**src/packetPkg.sv**
```systemverilog
`default_nettype none

package packetPkg;

    // every header word is one of these
    localparam int wordWidth = 16;

    typedef logic [wordWidth-1:0] word_t;

    // over-the-air packet type codes
    typedef enum logic [2:0] {
        pktHb      = 3'd0,
        pktChe     = 3'd1,
        pktInv     = 3'd2,
        pktMr      = 3'd3,
        pktCht     = 3'd4,
        pktData    = 3'd5,
        pktSos     = 3'd6,
        pktInvalid = 3'd7
    } pktType_t;

    // fields of the packet handed over by the packet filter
    typedef struct packed {
        pktType_t packetType;
        word_t    sourceId;
        word_t    sourceHops;
        word_t    qValue;
        word_t    energyLeft;
        word_t    hopsFromCh;
        word_t    chosenCh;
    } rxPacket_t;

    // outgoing header, field order as packed for transmission
    typedef struct packed {
        word_t    sourceId;
        word_t    destinationId;
        pktType_t packetType;
        word_t    sourceHops;
        word_t    qValue;
        word_t    energyLeft;
        word_t    chosenCh;
        word_t    hopsFromCh;
        word_t    timeslot;
    } pktHeader_t;

    // which rule produced the outgoing type
    typedef enum logic [2:0] {
        originNone,
        originHbRipple,
        originInvRipple,
        originInvOwn,
        originTimer,
        originForward,
        originOwnData
    } origin_t;

    // header after reset, also sent when no rule matches
    localparam pktHeader_t resetHeader = '{
        sourceId:      16'hFFFF,
        destinationId: 16'hFFFF,
        packetType:    pktInvalid,
        sourceHops:    16'hFFFF,
        qValue:        16'h0000,
        energyLeft:    16'h0000,
        chosenCh:      16'h0000,
        hopsFromCh:    16'hFFFF,
        timeslot:      16'h0000
    };

endpackage

`default_nettype wire

```
**src/nodePkg.sv**
```systemverilog
`default_nettype none

package nodePkg;

    // own node state from the node info block
    typedef struct packed {
        packetPkg::word_t myNodeId;
        packetPkg::word_t hopsFromSink;
        packetPkg::word_t myQValue;
        packetPkg::word_t myEnergy;
        packetPkg::word_t timeslot;
        // cluster head picked during cluster formation
        packetPkg::word_t chosenCh;
        packetPkg::word_t hopsFromCh;
        // next hop towards the sink
        packetPkg::word_t chosenHop;
        // 1 = cluster head
        logic             role;
        logic             lowEnergy;
    } nodeInfo_t;

    // idle cycles before the membership or timeslot wait runs out
    localparam packetPkg::word_t timeoutReload = 16'd10;

    // invitations ripple only below this hop count
    localparam packetPkg::word_t maxInvHops = 16'd4;

    localparam packetPkg::word_t sinkId = 16'h0000;
    localparam packetPkg::word_t broadcastId = 16'hFFFF;

endpackage

`default_nettype wire

```
**src/rewardFsm.sv**
```systemverilog
`timescale 1ns/100ps
`default_nettype none

module rewardFsm (
    input  wire logic                clk,
    input  wire logic                nrst,
    input  wire logic                en,
    input  wire logic                expired,
    input  wire logic                okToSend,
    input  wire packetPkg::pktType_t selType,
    output logic                     capture,
    output logic                     timerCause,
    output logic                     hbLock,
    output logic                     busyIdle,
    output logic                     rewardDone
);

    typedef enum logic [1:0] {
        stIdle,
        stProcess,
        stDone
    } state_t;

    state_t state;
    logic   start;
    logic   complete;

    // job starts on en or on a timer expiry
    assign start = (state == stIdle) && (en || expired);
    // okToSend accepts the held header
    assign complete = (state == stDone) && okToSend;

    assign capture = (state == stProcess);
    assign busyIdle = (state == stIdle);

    always_ff @(posedge clk or negedge nrst) begin
        if (!nrst) begin
            state <= stIdle;
        end else begin
            case (state)
                stIdle: begin
                    if (start) begin
                        state <= stProcess;
                    end
                end
                // single cycle, header gets loaded here
                stProcess: begin
                    state <= stDone;
                end
                // hold until the MAC takes the header
                stDone: begin
                    if (okToSend) begin
                        state <= stIdle;
                    end
                end
                default: begin
                    state <= stIdle;
                end
            endcase
        end
    end

    // en wins over the timer when both arrive together
    always_ff @(posedge clk or negedge nrst) begin
        if (!nrst) begin
            timerCause <= 1'b0;
        end else if (start) begin
            timerCause <= expired && !en;
        end
    end

    // selType is still the sent type at completion since inputs are held
    always_ff @(posedge clk or negedge nrst) begin
        if (!nrst) begin
            hbLock <= 1'b0;
        end else if (complete) begin
            if (selType == packetPkg::pktHb) begin
                hbLock <= 1'b1;
            end else if (selType == packetPkg::pktData) begin
                hbLock <= 1'b0;
            end
        end
    end

    // one-cycle pulse after acceptance
    always_ff @(posedge clk or negedge nrst) begin
        if (!nrst) begin
            rewardDone <= 1'b0;
        end else begin
            rewardDone <= complete;
        end
    end

endmodule

`default_nettype wire

```
**src/waitTimer.sv**
```systemverilog
`timescale 1ns/100ps
`default_nettype none

module waitTimer (
    input  wire logic clk,
    input  wire logic nrst,
    input  wire logic busyIdle,
    input  wire logic en,
    input  wire logic hbLock,
    output logic      expired
);

    packetPkg::word_t count;
    logic             hold;

    // counting only while idle, not enabled and heartbeat locked
    assign hold = !busyIdle || en || !hbLock;

    always_ff @(posedge clk or negedge nrst) begin
        if (!nrst) begin
            count <= nodePkg::timeoutReload;
        end else if (hold) begin
            count <= nodePkg::timeoutReload;
        end else if (count != '0) begin
            count <= count - 16'd1;
        end
    end

    // role decides MR or CHT once this fires
    assign expired = (count == '0);

endmodule

`default_nettype wire

```
**src/packetSelect.sv**
```systemverilog
`timescale 1ns/100ps
`default_nettype none

module packetSelect (
    input  wire nodePkg::nodeInfo_t   node,
    input  wire packetPkg::rxPacket_t rx,
    input  wire logic                 iHaveData,
    input  wire logic                 iAmDestination,
    input  wire logic                 timerCause,
    input  wire logic                 hbLock,
    output packetPkg::pktType_t       selType,
    output packetPkg::origin_t        origin
);

    logic                rxIsData;
    packetPkg::pktType_t dataType;

    assign rxIsData = (rx.packetType == packetPkg::pktData) ||
                      (rx.packetType == packetPkg::pktSos);
    // low energy turns any data send into SOS
    assign dataType = node.lowEnergy ? packetPkg::pktSos : packetPkg::pktData;

    // first match wins
    always_comb begin
        if (timerCause && !node.role) begin
            // member ran out of invitation wait
            selType = packetPkg::pktMr;
            origin = packetPkg::originTimer;
        end else if (timerCause && node.role) begin
            // head ran out of membership wait
            selType = packetPkg::pktCht;
            origin = packetPkg::originTimer;
        end else if (rx.packetType == packetPkg::pktHb && !hbLock) begin
            selType = packetPkg::pktHb;
            origin = packetPkg::originHbRipple;
        end else if (rx.packetType == packetPkg::pktInv &&
                     rx.hopsFromCh < nodePkg::maxInvHops) begin
            selType = packetPkg::pktInv;
            origin = packetPkg::originInvRipple;
        end else if (node.role && hbLock) begin
            // head advertises itself
            selType = packetPkg::pktInv;
            origin = packetPkg::originInvOwn;
        end else if (iAmDestination && rxIsData) begin
            selType = dataType;
            origin = packetPkg::originForward;
        end else if (iHaveData) begin
            selType = dataType;
            origin = packetPkg::originOwnData;
        end else begin
            selType = packetPkg::pktInvalid;
            origin = packetPkg::originNone;
        end
    end

endmodule

`default_nettype wire

```
**src/headerPacker.sv**
```systemverilog
`timescale 1ns/100ps
`default_nettype none

module headerPacker (
    input  wire logic                 clk,
    input  wire logic                 nrst,
    input  wire logic                 capture,
    input  wire packetPkg::pktType_t  selType,
    input  wire packetPkg::origin_t   origin,
    input  wire nodePkg::nodeInfo_t   node,
    input  wire packetPkg::rxPacket_t rx,
    output packetPkg::pktHeader_t     header,
    output logic                      txSetting
);

    packetPkg::pktHeader_t nextHeader;
    packetPkg::word_t      dataDest;
    logic                  nextTx;

    // next to the sink talk to it directly
    assign dataDest = (node.hopsFromSink == 16'd1) ? nodePkg::sinkId : node.chosenHop;

    // MR to a far head needs four-hop power, everything else one-hop
    assign nextTx = (selType == packetPkg::pktMr) && (node.hopsFromCh > 16'd1);

    always_comb begin
        // own values unless the origin says otherwise
        nextHeader = '{
            sourceId:      node.myNodeId,
            destinationId: nodePkg::broadcastId,
            packetType:    selType,
            sourceHops:    node.hopsFromSink,
            qValue:        node.myQValue,
            energyLeft:    node.myEnergy,
            chosenCh:      node.chosenCh,
            hopsFromCh:    node.hopsFromCh,
            timeslot:      node.timeslot
        };
        case (origin)
            packetPkg::originHbRipple: begin
                nextHeader.sourceId = rx.sourceId;
                nextHeader.sourceHops = node.hopsFromSink + 16'd1;
                nextHeader.qValue = rx.qValue;
                nextHeader.chosenCh = '0;
                nextHeader.hopsFromCh = 16'hFFFF;
            end
            packetPkg::originInvRipple: begin
                // pass the head's details one hop further
                nextHeader.sourceId = rx.sourceId;
                nextHeader.qValue = rx.qValue;
                nextHeader.energyLeft = rx.energyLeft;
                nextHeader.hopsFromCh = rx.hopsFromCh + 16'd1;
                nextHeader.chosenCh = rx.chosenCh;
            end
            packetPkg::originInvOwn: begin
                nextHeader.hopsFromCh = 16'd1;
                nextHeader.chosenCh = node.myNodeId;
            end
            packetPkg::originTimer: begin
                if (selType == packetPkg::pktCht) begin
                    nextHeader.chosenCh = node.myNodeId;
                    nextHeader.hopsFromCh = '0;
                end else begin
                    // membership request goes to the chosen head
                    nextHeader.destinationId = node.chosenCh;
                end
            end
            packetPkg::originForward: begin
                nextHeader.sourceId = rx.sourceId;
                nextHeader.sourceHops = rx.sourceHops;
                nextHeader.qValue = rx.qValue;
                nextHeader.energyLeft = rx.energyLeft;
                nextHeader.chosenCh = rx.chosenCh;
                nextHeader.hopsFromCh = rx.hopsFromCh;
                nextHeader.destinationId = dataDest;
            end
            packetPkg::originOwnData: begin
                nextHeader.destinationId = dataDest;
            end
            default: begin
                nextHeader = packetPkg::resetHeader;
            end
        endcase
    end

    // loaded once per job, held through done
    always_ff @(posedge clk or negedge nrst) begin
        if (!nrst) begin
            header <= packetPkg::resetHeader;
            txSetting <= 1'b0;
        end else if (capture) begin
            header <= nextHeader;
            txSetting <= nextTx;
        end
    end

endmodule

`default_nettype wire

```
**src/rewardBlock.sv**
```systemverilog
`timescale 1ns/100ps
`default_nettype none

module rewardBlock (
    input  wire logic                 clk,
    input  wire logic                 nrst,
    input  wire logic                 en,
    input  wire logic                 iHaveData,
    input  wire logic                 iAmDestination,
    input  wire logic                 okToSend,
    input  wire nodePkg::nodeInfo_t   node,
    input  wire packetPkg::rxPacket_t rx,
    output packetPkg::pktHeader_t     header,
    output logic                      txSetting,
    output logic                      rewardDone
);

    logic                capture;
    logic                timerCause;
    logic                hbLock;
    logic                busyIdle;
    logic                expired;
    packetPkg::pktType_t selType;
    packetPkg::origin_t  origin;

    // job sequencing and heartbeat lock
    rewardFsm fsm (
        .clk        (clk),
        .nrst       (nrst),
        .en         (en),
        .expired    (expired),
        .okToSend   (okToSend),
        .selType    (selType),
        .capture    (capture),
        .timerCause (timerCause),
        .hbLock     (hbLock),
        .busyIdle   (busyIdle),
        .rewardDone (rewardDone)
    );

    // MR / CHT wait
    waitTimer timer (
        .clk      (clk),
        .nrst     (nrst),
        .busyIdle (busyIdle),
        .en       (en),
        .hbLock   (hbLock),
        .expired  (expired)
    );

    packetSelect select (
        .node           (node),
        .rx             (rx),
        .iHaveData      (iHaveData),
        .iAmDestination (iAmDestination),
        .timerCause     (timerCause),
        .hbLock         (hbLock),
        .selType        (selType),
        .origin         (origin)
    );

    // header register, loads on capture
    headerPacker packer (
        .clk       (clk),
        .nrst      (nrst),
        .capture   (capture),
        .selType   (selType),
        .origin    (origin),
        .node      (node),
        .rx        (rx),
        .header    (header),
        .txSetting (txSetting)
    );

endmodule

`default_nettype wire

```
**config.mk**
```make
export PLATFORM = sky130hd
export DESIGN_NAME = rewardBlock
export DESIGN_NICKNAME = d
export VERILOG_FILES = /design/src/packetPkg.sv /design/src/nodePkg.sv /design/src/rewardFsm.sv /design/src/waitTimer.sv /design/src/packetSelect.sv /design/src/headerPacker.sv /design/src/rewardBlock.sv
export SDC_FILE = /design/constraint.sdc
export NUM_CORES = 1
export LEC_CHECK = 0
export BUFFER_PORTS_ARGS = -buffer_cell sky130_fd_sc_hd__buf_4
export CAP_MARGIN = 20
export CORE_UTILIZATION = 25
export CTS_BUF_LIST = sky130_fd_sc_hd__clkbuf_2
export DETAILED_ROUTE_END_ITERATION = 10
export GPL_ROUTABILITY_DRIVEN = 0
export PLACE_DENSITY_LB_ADDON = 0.25
export SKIP_CTS_REPAIR_TIMING = 1
export SKIP_LAST_GASP = 1
export SYNTH_ARGS = -nofsm -noshare
export SYNTH_HDL_FRONTEND = slang
export SYNTH_SLANG_ARGS = --single-unit
export TNS_END_PERCENT = 5
```
**constraint.sdc**
```tcl
create_clock -name clk -period 2.5 [get_ports clk]
set_input_delay 0.125 -clock clk [delete_from_list [all_inputs] [get_ports clk]]
set_output_delay 0.125 -clock clk [all_outputs]
set_load 0.005 [all_outputs]
```
### Yosys cells after proc, flatten, opt, wreduce, memory -nomap -nowiden

Index checks and enable logic that the tools add are counted.
W data, S select, Z words.

* add/sub/neg operators: 3
* equality and inequality tests: 17
* reduce and logical (&&, ||, !) cells: 34
* $lt $le $gt $ge: 2
* muxes and demuxes: 33

Operators by type and width (count)
* $pmux W32 S5: 1
* $pmux W16 S2: 4
* $mux W16: 5
* $pmux W16 S3: 1
* $mux W3: 15
* $add A16 B1 Y16 const B: 2
* $mux W32: 1
* $eq A3 B3 Y1 const B: 7
* $eq A16 B1 Y1 const B: 1
* $gt A16 B1 Y1 const B: 1
* $logic_not A16 Y1: 1
* $lt A16 B3 Y1 const B: 1
* $reduce_bool A16 Y1: 1
* $sub A16 B1 Y16 const B: 1
* $eq A3 B2 Y1 const B: 4
* $logic_and A1 B1 Y1: 10
* $reduce_or A4 Y1: 2
* $logic_not A3 Y1: 2
* $mux W2: 3
* $pmux W2 S3: 1
* $reduce_or A3 Y1: 2
* $reduce_or A6 Y1: 1
* $logic_not A1 Y1: 4
* $logic_or A1 B1 Y1: 4
* 9 further kinds: 14

* bits of input ports: 235
* output and inout bits: 133
* bits in registers: 153
* logic and storage cells: 104

### Depth between registers and ports, before layout

Gate-level depths: netlist (run 1).

* depth in word-level cells: 12
* mapped depth: 8
* gate-level depth less buffers: 7

### By module

Synthesis (run 1) repeated with hierarchy kept, for this count alone.

* cell total of the unflattened synthesis: 951
* area, all modules: 8675.8 um2

By module, submodules not included
* headerPacker: cells an instance 815, seq. area each 3387.0 um2, area an instance 7412.1 um2, times used 1
* waitTimer: cells an instance 86, seq. area each 402.9 um2, area an instance 843.3 um2, times used 1
* packetSelect: cells an instance 32, seq. area each 0.0 um2, area an instance 210.2 um2, times used 1
* rewardFsm: cells an instance 18, seq. area each 125.1 um2, area an instance 210.2 um2, times used 1

### Worst setup path after synthesis (run 1)

No wires, ideal clock.

* path kind: register to register
* start: register timer.count[4]
* end: register timer.count[1]
* data arrival time: 1878 ps
* cell stages (with the launch flop): 7
* library setup time: 82 ps
* buffers on the path: 1
* path slack: 540 ps
* period minus slack after synthesis: 1960 ps
* data required time: 2418 ps
* path through: dfrtp_1 > or4_4 > nor4_4 > and2_0 > buf_2 > mux2i_1 > or2_1

* word-level cells in the longest chain between the ends: 2

Ends and longest elaborated chain
* from (decl): RTL line waitTimer.sv:13 `packetPkg::word_t count;`
* from (signal assigned): RTL line waitTimer.sv:21 `count <= nodePkg::timeoutReload;`
* from (signal assigned): RTL line waitTimer.sv:23 `count <= nodePkg::timeoutReload;`
* from (signal assigned): RTL line waitTimer.sv:25 `count <= count - 16'd1;`
* $reduce_bool A16 Y1: RTL line waitTimer.sv:24 `end else if (count != '0) begin`
* $reduce_bool A2 Y1 (no line)

Every way passes these cells.
A chain may end at the register's enable or synchronous reset.

### Worst setup path in the final report (run 1)

* start: input port rx[19] (netlist bit)
* end: register, netlist name packer.header[4]

* word-level cells in the longest chain between the ends: 9
* elaborated cells on any way between the ends: 14
* classes of those cells: order compare: 1; eq/ne: 6; mux: 5; reduce/logical: 2

Ends and longest elaborated chain
* from (decl): RTL line rewardBlock.sv:12 `input wire packetPkg::rxPacket_t rx,`
* $lt A16 B3 Y1 *: RTL line packetSelect.sv:37 `rx.hopsFromCh < nodePkg::maxInvHops) begin`
* $logic_and A1 B1 Y1 *: RTL line packetSelect.sv:36 `end else if (rx.packetType == packetPkg::pktInv &&`
* $mux W3 *: RTL line packetSelect.sv:36
* $mux W3 *: RTL line packetSelect.sv:33 `end else if (rx.packetType == packetPkg::pktHb && !hbLock) begin`
* $mux W3 *: RTL line packetSelect.sv:29 `end else if (timerCause && node.role) begin`
* $mux W3 *: RTL line packetSelect.sv:25 `if (timerCause && !node.role) begin`
* $eq A3 B1 Y1 (tied with other cells): RTL line headerPacker.sv:39 `case (origin)`
* $reduce_or A6 Y1 (no line) *
* $mux W16 *: RTL line headerPacker.sv:39

Mark *: on every way between the ends. The rest lies on a longest branch, timed or not.

==> impl_summary.md, run 1 <==
Status
The checks that failed: negative setup slack. The run finished, with violations left.

Floorplan
The die span in x is 185 um. The die covers around 0.034 mm2. After floorplanning, the core was sized to cover about 0.033 mm2. Measured along the y axis, the die boundary spans between 150 and 200 um. The initial standard-cell utilization of the core is 0.256. The I/O pin total is between 300 and 400.

The floorplan has 66 rows.

STA
Setup repair after global routing could not meet its margin everywhere. The peak clock frequency supported by timing is 378 MHz. The final-report hold violation count is 0. The final period utilization is 1.06. In this run the tightest slew margin relative to its limit is 0.320. The final critical path time including I/O delays and setup is about 2600 ps. The transition time at the pin with the least slew margin is between 1000 and 1500 ps.

Across the routed clock network, the largest skew measured is 61.4 ps. The max-slew violation count is 0. The total setup violations reported at the end of the flow is 3. Summed over all failing endpoints, the final setup total negative slack is -404 ps. The final critical-path setup slack is -146 ps.

The tightest hold path in the finished design has a slack of approximately 56 ps.

Pwr
The maximum ir drop on the vdd rail is around 0.34 mV. The cell area power density is 758 mW/mm2. The static leakage is about 0.0066 uW.

Drt
The first detailed-routing pass took 7 iterations. The detail route stage leaves a number of antenna-violating nets equal to 0. In the final routed layout, each cell accounts on average for 19.3 um. The routed layout has approximately 10000 vias. The final layout contains routed wiring with a total length of roughly 39 mm. The post-detailed-route via-to-cell ratio is between 5 and 6. The number of DRC markers after the initial detailed-route iteration is ~630.

In the routed design, unresolved DRC markers number 0.

Setup path
The worst setup path is captured at a flop. The type of the worst setup path is in2reg. For the worst setup path, the data arrival time is roughly 3500 ps. The startpoint type of the worst setup path is a primary input. The biggest fanout along the worst timing path is 47. STA puts the critical path data required time at roughly 3300 ps.

Clock tree
TritonCTS built the clock tree. No sink is reached through more buffers than the 2 on the longest clock path. In this run, CTS created clock tree buffers numbering 17.

The number of levels in the clock H-tree is 4. The clock network latency to the later pin of the worst-skew pair is 850 ps. The tree is rooted in a clkbuf_2. The clock-pin slew on the worst setup and hold paths is about 300 ps. The CTS sink count is 153.

Job
The number of max-cap violations is 0.

Logic synthesis
In the synthesized netlist the async set-or-reset flop fraction comes to 1.00. During synthesis, Yosys emitted a total of 0 warnings. Synthesis produced roughly 930 cells. Counting flops and latches in the post-synthesis netlist gives approximately 150. The net count after synthesis is ~1200. The synthesized netlist occupies a cell area of approximately 0.0084 mm2.

The main flop type after synthesis is dfrtp_1. For this run, the register share of the synthesized area comes to 0.468. The number of synthesized flops with an enable pin is 0. Dividing the synthesized area by the synthesized cell count gives about 9.0 um2. Synthesis instantiated between 60 and 70 different standard cells from the library.

Global route
The via count of the first global-routing pass is between 8000 and 9000. Across every metal layer, demand over resource in global routing totals 0.198. The first global-routing pass estimated 51.0 mm of wire.

The number of antenna violations at the first check in global routing is 2. The pin count of the biggest net entering global routing is around 70. The final global-route overflow total is 0.

Cells and area
Relative to the synthesized area, the layout overhead comes to 79.8%. The finished layout holds ~2000 standard cells, fillers aside. After the last flow step, the layout net total stands at approximately 1800. Of the cells placed in the final design, the portion with a size suffix greater than 1 is 0.335.

Placement
The number of placed cells counting well taps is 1703. The quantity of I/O buffers inserted on ports is about 370. The post-placement worst setup slack is between 50 and 60 ps. The post-DP HPWL is roughly 25 mm.

Worst hold path
The worst hold path belongs to the class in2async.
## synthesized netlist by cell type, types with 4 or more instances
cell type  count  area share
a31oi_1       47       0.035
a21oi_1       50       0.030
mux2i_1        4      0.0048
nand2_1       96       0.043
a22oi_1       26       0.023
nor2_1       110       0.049
nand3b_1       4      0.0036
buf_2         20       0.012
o32a_1        18       0.022
o21ai_0      103       0.062
buf_4          5      0.0045
a32oi_1       18       0.019
nand3_1       40       0.024
nand4_1        5      0.0037
nor3_1         8      0.0048
ha_1           4      0.0060
xor2_1         9      0.0094
and3_1        19       0.014
dfrtp_1       84        0.25
a22o_1        16       0.017
xnor2_1       13       0.014
nor4_1        10      0.0075
dfstp_2       69        0.22
nand2b_1       6      0.0045
a211oi_1       4      0.0036
clkbuf_1      47       0.021
or4_1          4      0.0036
a311oi_1      16       0.017
inv_1         27       0.012
## placed cells by master, fill, tap and decap left out, types with 4 or more instances in the layout
master         netlist  final
nor3_1               8      8
or4_1                4      4
nand3_1             40     40
a22o_1              16     16
o32a_1              18     18
ha_1                 4      4
inv_1               27     27
xor2_1               9      9
nand2b_1             6      5
a32oi_1             18     18
dlygate4sd3_1        0    305
dfrtp_1             84     83
dfstp_2             69     69
a21oi_1             50     48
o21ai_0            103    103
a22oi_1             26     26
nand4_1              5      5
nor4_1              10     10
a311oi_1            16     16
nor2_1             110    110
and3_1              19     19
buf_4                5    395
nand3b_1             4      4
a31oi_1             47     47
nand2_1             96     96
clkbuf_2             0     20
buf_12               0      7
mux2i_1              4      4
clkinvlp_4           0      4
xnor2_1             13     13
## power by group
part	switching (uW)	leakage (uW)	internal, uW
Combinational	2620	0.00469	2880
Clock	1040	0.000124	367
Sequential	657	0.00181	3840
## final cells by class
| class | instances | area [um2] |
|---|---|---|
| fill | 3119 | 17700 |
| timing repair buffer | 708 | 6170 |
| multi-input combinational | 680 | 4090 |
| sequential | 153 | 3920 |
| tap | 442 | 553 |
| clock inverter | 12 | 105 |
| inverter | 27 | 101 |
| clock buffer | 20 | 100 |
| antenna | 2 | 5.00 |
## kinds of logic (layout without fill, tap and decap cells)
kind of cell | Yosys count | after routing | synth area share
simple gates | 328 | 328 | 0.190
compound gates | 320 | 321 | 0.255
flops | 153 | 153 | 0.468
buf+inv | 101 | 767 | 0.0515
xor+xnor | 23 | 23 | 0.0250
fa+ha+maj | 4 | 4 | 0.00598
mux | 4 | 4 | 0.00479
other cells | 0 | 2 | 0
## critical path: stages
cell           delay, ps
buf_4                110
dlygate4sd3_1        590
nor4_1               420
and3_1               560
buf_4                270
a21oi_1              160
a21oi_4              210
buf_12               250
a22o_1               170
dlygate4sd3_1        550
## layer usage
layer	part of all wire	track usage	vias up
li1	-	-	4737
met1	0.42	0.262	4958
met2	0.48	0.312	454
met3	0.068	0.0576	85
met4	0.026	0.0552	0
met5	0	0	-
## flip-flops by register name, indices dropped and copies added, names as in the netlist
name,flops
fsm.state,2
fsm.hbLock,1
timer.count,16
packer.header,131
fsm.rewardDone,1
packer.txSetting,1
fsm.timerCause,1
## worst paths after layout
path	from	endpoint	slack (ps)	depth (start not counted)
setup / recovery	rx[19]	packer.header[4]$_DFFE_PN0N_	-150	10
hold / removal	nrst	packer.header[115]$_DFFE_PN1N_	60	2
setup reg to reg	fsm.hbLock$_DFFE_PN0P_	packer.header[4]$_DFFE_PN0N_	50	7
hold reg to reg	packer.header[59]$_DFFE_PN0N_	packer.header[59]$_DFFE_PN0N_	510	2
max in group asynchronous	nrst	timer.count[1]$_DFFE_PN1P_	1980	3
min in group clk	node[28]	packer.header[26]$_DFFE_PN1N_	80	4
## through the flow
step / instance area [um2] / util / total power [uW]
2_1_floorplan: 8370 / - / 6650
3_3_place_gp: 11700 / 0.359 / 9430
3_5_place_dp: 11700 / 0.359 / 9520
4_1_cts: 12000 / 0.365 / 10900
5_1_grt: 15000 / 0.460 / 12200
6_report: 15000 / 0.460 / 11400
Note: power is estimated with default switching activity, not from simulation.
==> inputs of run 2 (changes only) <==
Settings changed: CORE_AREA set to 2 2 142 144, CORE_UTILIZATION 25 to not set, DIE_AREA set to 0 0 144 146.
==> impl_summary.md, run 2 (same netlist as run 1, synthesis figures left out) <==
Clock tree
The clock-pin slew on the worst setup and hold paths is 250 ps (-50 ps). The maximum clock path buffer count is 2 (unchanged). The cell sitting at the root of the clock tree is a clkbuf_2.

The TritonCTS buffer count was 17 (unchanged). The TritonCTS clock tree is built. The clock network latency to the later pin of the worst-skew pair is 760 ps (-90 ps). The CTS sink count is 153 (unchanged). The number of levels in the clock H-tree came to 4 (unchanged).

Placement
The post-DP HPWL was 22.5 mm (-10%). The quantity of I/O buffers inserted on ports is 367 (unchanged).

Drt
The post-detailed-route via-to-cell ratio is 5.82 (+16%). The routed length per instance is 20.6 um (+6.8%). The number of DRC markers after the initial detailed-route iteration is 824 (+30%). The number of detailed-route iterations in the first pass is 8 (+1). The overall via count from detail_route is 10500 (+2.3%). The remaining number of nets flagged by the antenna check after routing was 0 (unchanged). The count of unresolved DRC violations after routing is 0 (unchanged).

The total length of routed wires came to 37.0 mm (-6.0%).

Setup path
The worst-case reg-to-reg path depth is 6 (-1). The required time at the endpoint of the critical path is 3190 ps (-130 ps). The number of buffer and inverter stages on the critical path was 3 (-2). STA classifies the critical path endpoint as a flop. The worst setup path is launched from a flop.

The peak per-stage delay on the critical path is 590 ps (about the same). The biggest fanout along the worst timing path was 62 (+32%). In this design, the largest share of critical-path delay is due to buffers and inverters.

The critical path is of the reg2reg type. The most frequent cell on the critical path is buf_4. The endpoint identified for the worst register-to-register timing path is packer.header[29]$_DFFE_PN1N_. The source of the worst register-to-register timing path is fsm.timerCause$_DFFE_PN0P_. The slack of the worst reg-to-reg path was 50 ps (about the same). The critical path arrival is 3140 ps (-330 ps). The cell type of the slowest stage on the worst timing path is dlygate4sd3_1. Walking the worst path, the cells encountered are buf_4, nor2b_2, buf_4, o21ai_0, dlygate4sd3_1, a31oi_1.

Cells and area
The net total in the final layout is 1754 (-3.9%). The most common cell after layout, fill and taps aside is buf_4. The top cell types in the final layout, fill and taps aside, are 389 x buf_4, 238 x dlygate4sd3_1, 110 x nor2_1. The number of flip-flops in the largest register was 131 (unchanged). The number of filler instances in the final layout came to 1357 (-56%). The largest registers in the layout are packer.header: 131 flops, timer.count: 16 flops, fsm.state: 2 flops. The share of layout cells above drive strength 1 is 0.348 (+0.0132). The register with the most flip-flops in the final layout is packer.header.

The fraction of the core area covered by cells at the end of the flow is 0.730 (+0.270). From synthesis to final layout, the design area changed by 68.8%.

STA
The worst clock skew came to 45.6 ps (-15.8 ps). The total setup violations reported at the end of the flow is 0 (-3). The transition time at the pin with the least slew margin is 807 ps (-211 ps). The final period utilization came to 0.979 (-0.0792). The peak clock frequency supported by timing came to 409 MHz (+8.1%). The worst slew margin relative to its limit is 0.461 (+0.140). The final critical path time including I/O delays and setup came to 2450 ps (-198 ps). The worst hold margin is 38.7 ps (-17.0 ps). The final-report hold violation count was 0 (unchanged). The setup TNS was 0 ps (+404 ps). The max-slew violation count is 0 (unchanged).

Setup repair after global routing could not meet its margin everywhere.

Global route
The via count of the first global-routing pass is 8468 (-0.80%). The final global-route overflow total is 0 (unchanged). The first-pass GRT wire length is 46.8 mm (-8.2%).

The number of antenna violations at the first check in global routing is 5 (+3). The pin count of the biggest net entering global routing is 66 (-4.3%). The combined global-route utilization of all metal layers was 0.285 (+0.0870).

Floorplan
The I/O pin total is 368 (unchanged). The initial standard-cell utilization of the core is 0.433 (+0.177). The core box area came to 0.0193 mm2 (-41%). The overall die area is 0.0210 mm2 (-39%). The count of standard-cell rows is 51 (-23%). The die extent in y is 146 um (-21%). The die span in x is 144 um (-22%).

Pwr
The maximum ir drop on the vdd rail is 0.400 mV (+18%). The cell area power density is 791 mW/mm2 (+4.4%). The proportion of power drawn by the clock network is 0.115 (-0.008).

The internal portion of total power is 6860 uW (-3.3%). The share of total power in combinational logic came to 0.480 (-0.003). The static leakage is 0.00634 uW (-4.4%).

The part of the total power dissipated in sequential elements is 0.404 (+0.010). The net switching fraction of the power is 0.386 (+0.00787). The net switching power of the design is 4310 uW (about the same).

Worst hold path
The worst min-delay path class is in2reg. In this run the most critical hold path is launched from iAmDestination. The cell depth of the worst hold path is 5.

The endpoint of the worst hold-timing path is packer.header[96]$_DFFE_PN1N_.

Status
The flow ran to the end, and the final reports show no timing, DRC or antenna violations.

Job
The number of max-cap violations came to 0 (unchanged).
==> run 2: cell types whose count changed in the layout (fill, tap and decap cells not counted), moves of 2 or more <==
cell and change:
clkbuf_2 -3, buf_4 -6, dlygate4sd3_1 -67, diode_2 +3
clkinv_4 +4, buf_8 +2, clkinv_2 -2
==> run 2: through the flow <==
stage | cell area [um2] | cells | worst slack, ps | power, uW
4_1_cts | 11700 | 1552 | 35.9 | 10600
2_1_floorplan | 8370 | 933 | 540 | 6650
3_3_place_gp | 11400 | 1519 | 121 | 9190
6_report | 14100 | 1798 | 52.5 | 11200
3_5_place_dp | 11500 | 1520 | 72.9 | 9330
5_1_grt | 14100 | 1798 | -42.0 | 11800
==> run 2: worst max-delay path by stage <==
stage	depth (start not counted)	slack (ps)	to	start
6_report	6	50	packer.header[29]$_DFFE_PN1N_	fsm.timerCause$_DFFE_PN0P_
5_1_grt	7	-40	packer.header[29]$_DFFE_PN1N_	fsm.hbLock$_DFFE_PN0P_
4_1_cts	5	40	packer.header[57]$_DFFE_PN0N_	fsm.hbLock$_DFFE_PN0P_
3_5_place_dp	8	70	packer.header[37]$_DFFE_PN0N_	rx[19]
3_3_place_gp	7	120	packer.header[111]$_DFFE_PN1N_	rx[97]
2_1_floorplan	6	540	timer.count[1]$_DFFE_PN1P_	timer.count[4]$_DFFE_PN0P_
==> run 2: tightest hold or removal path: stages <==
cell	delay (ps)
buf_4	80
and2_1	220
a21oi_2	150
o21ai_0	170
a21oi_1	70
==> run 2: metal layers <==
layer	vias to the layer above	GRT usage	wire length [um]
met5	-	0	0
met4	0	0.109	1950
met3	194	0.0648	3360
met2	713	0.442	17900
met1	4972	0.387	13800
li1	4594	-	-
==> run 2: power groups by stage <==
stage                     logic (uW)  clock network (uW)  registers, uW
after floorplan                 2150                   0           4490
after global placement          4730                   0           4460
after detailed placement        4830                   0           4510
after CTS                       4840                1330           4450
after global routing            5750                1430           4640
final                           5360                1290           4520
==> run 2: area by class of cell <==
cell class	count	area (um2)	share of cell area
well taps	265	332	0.0235
flip-flops and latches	153	3920	0.277
clock buffers	17	85.1	0.00603
repair buffers	637	5480	0.388
inverters	27	101	0.00718
multi-input cells	679	4070	0.288
clock inverters	15	124	0.00877
diodes	5	12.5	0.000886
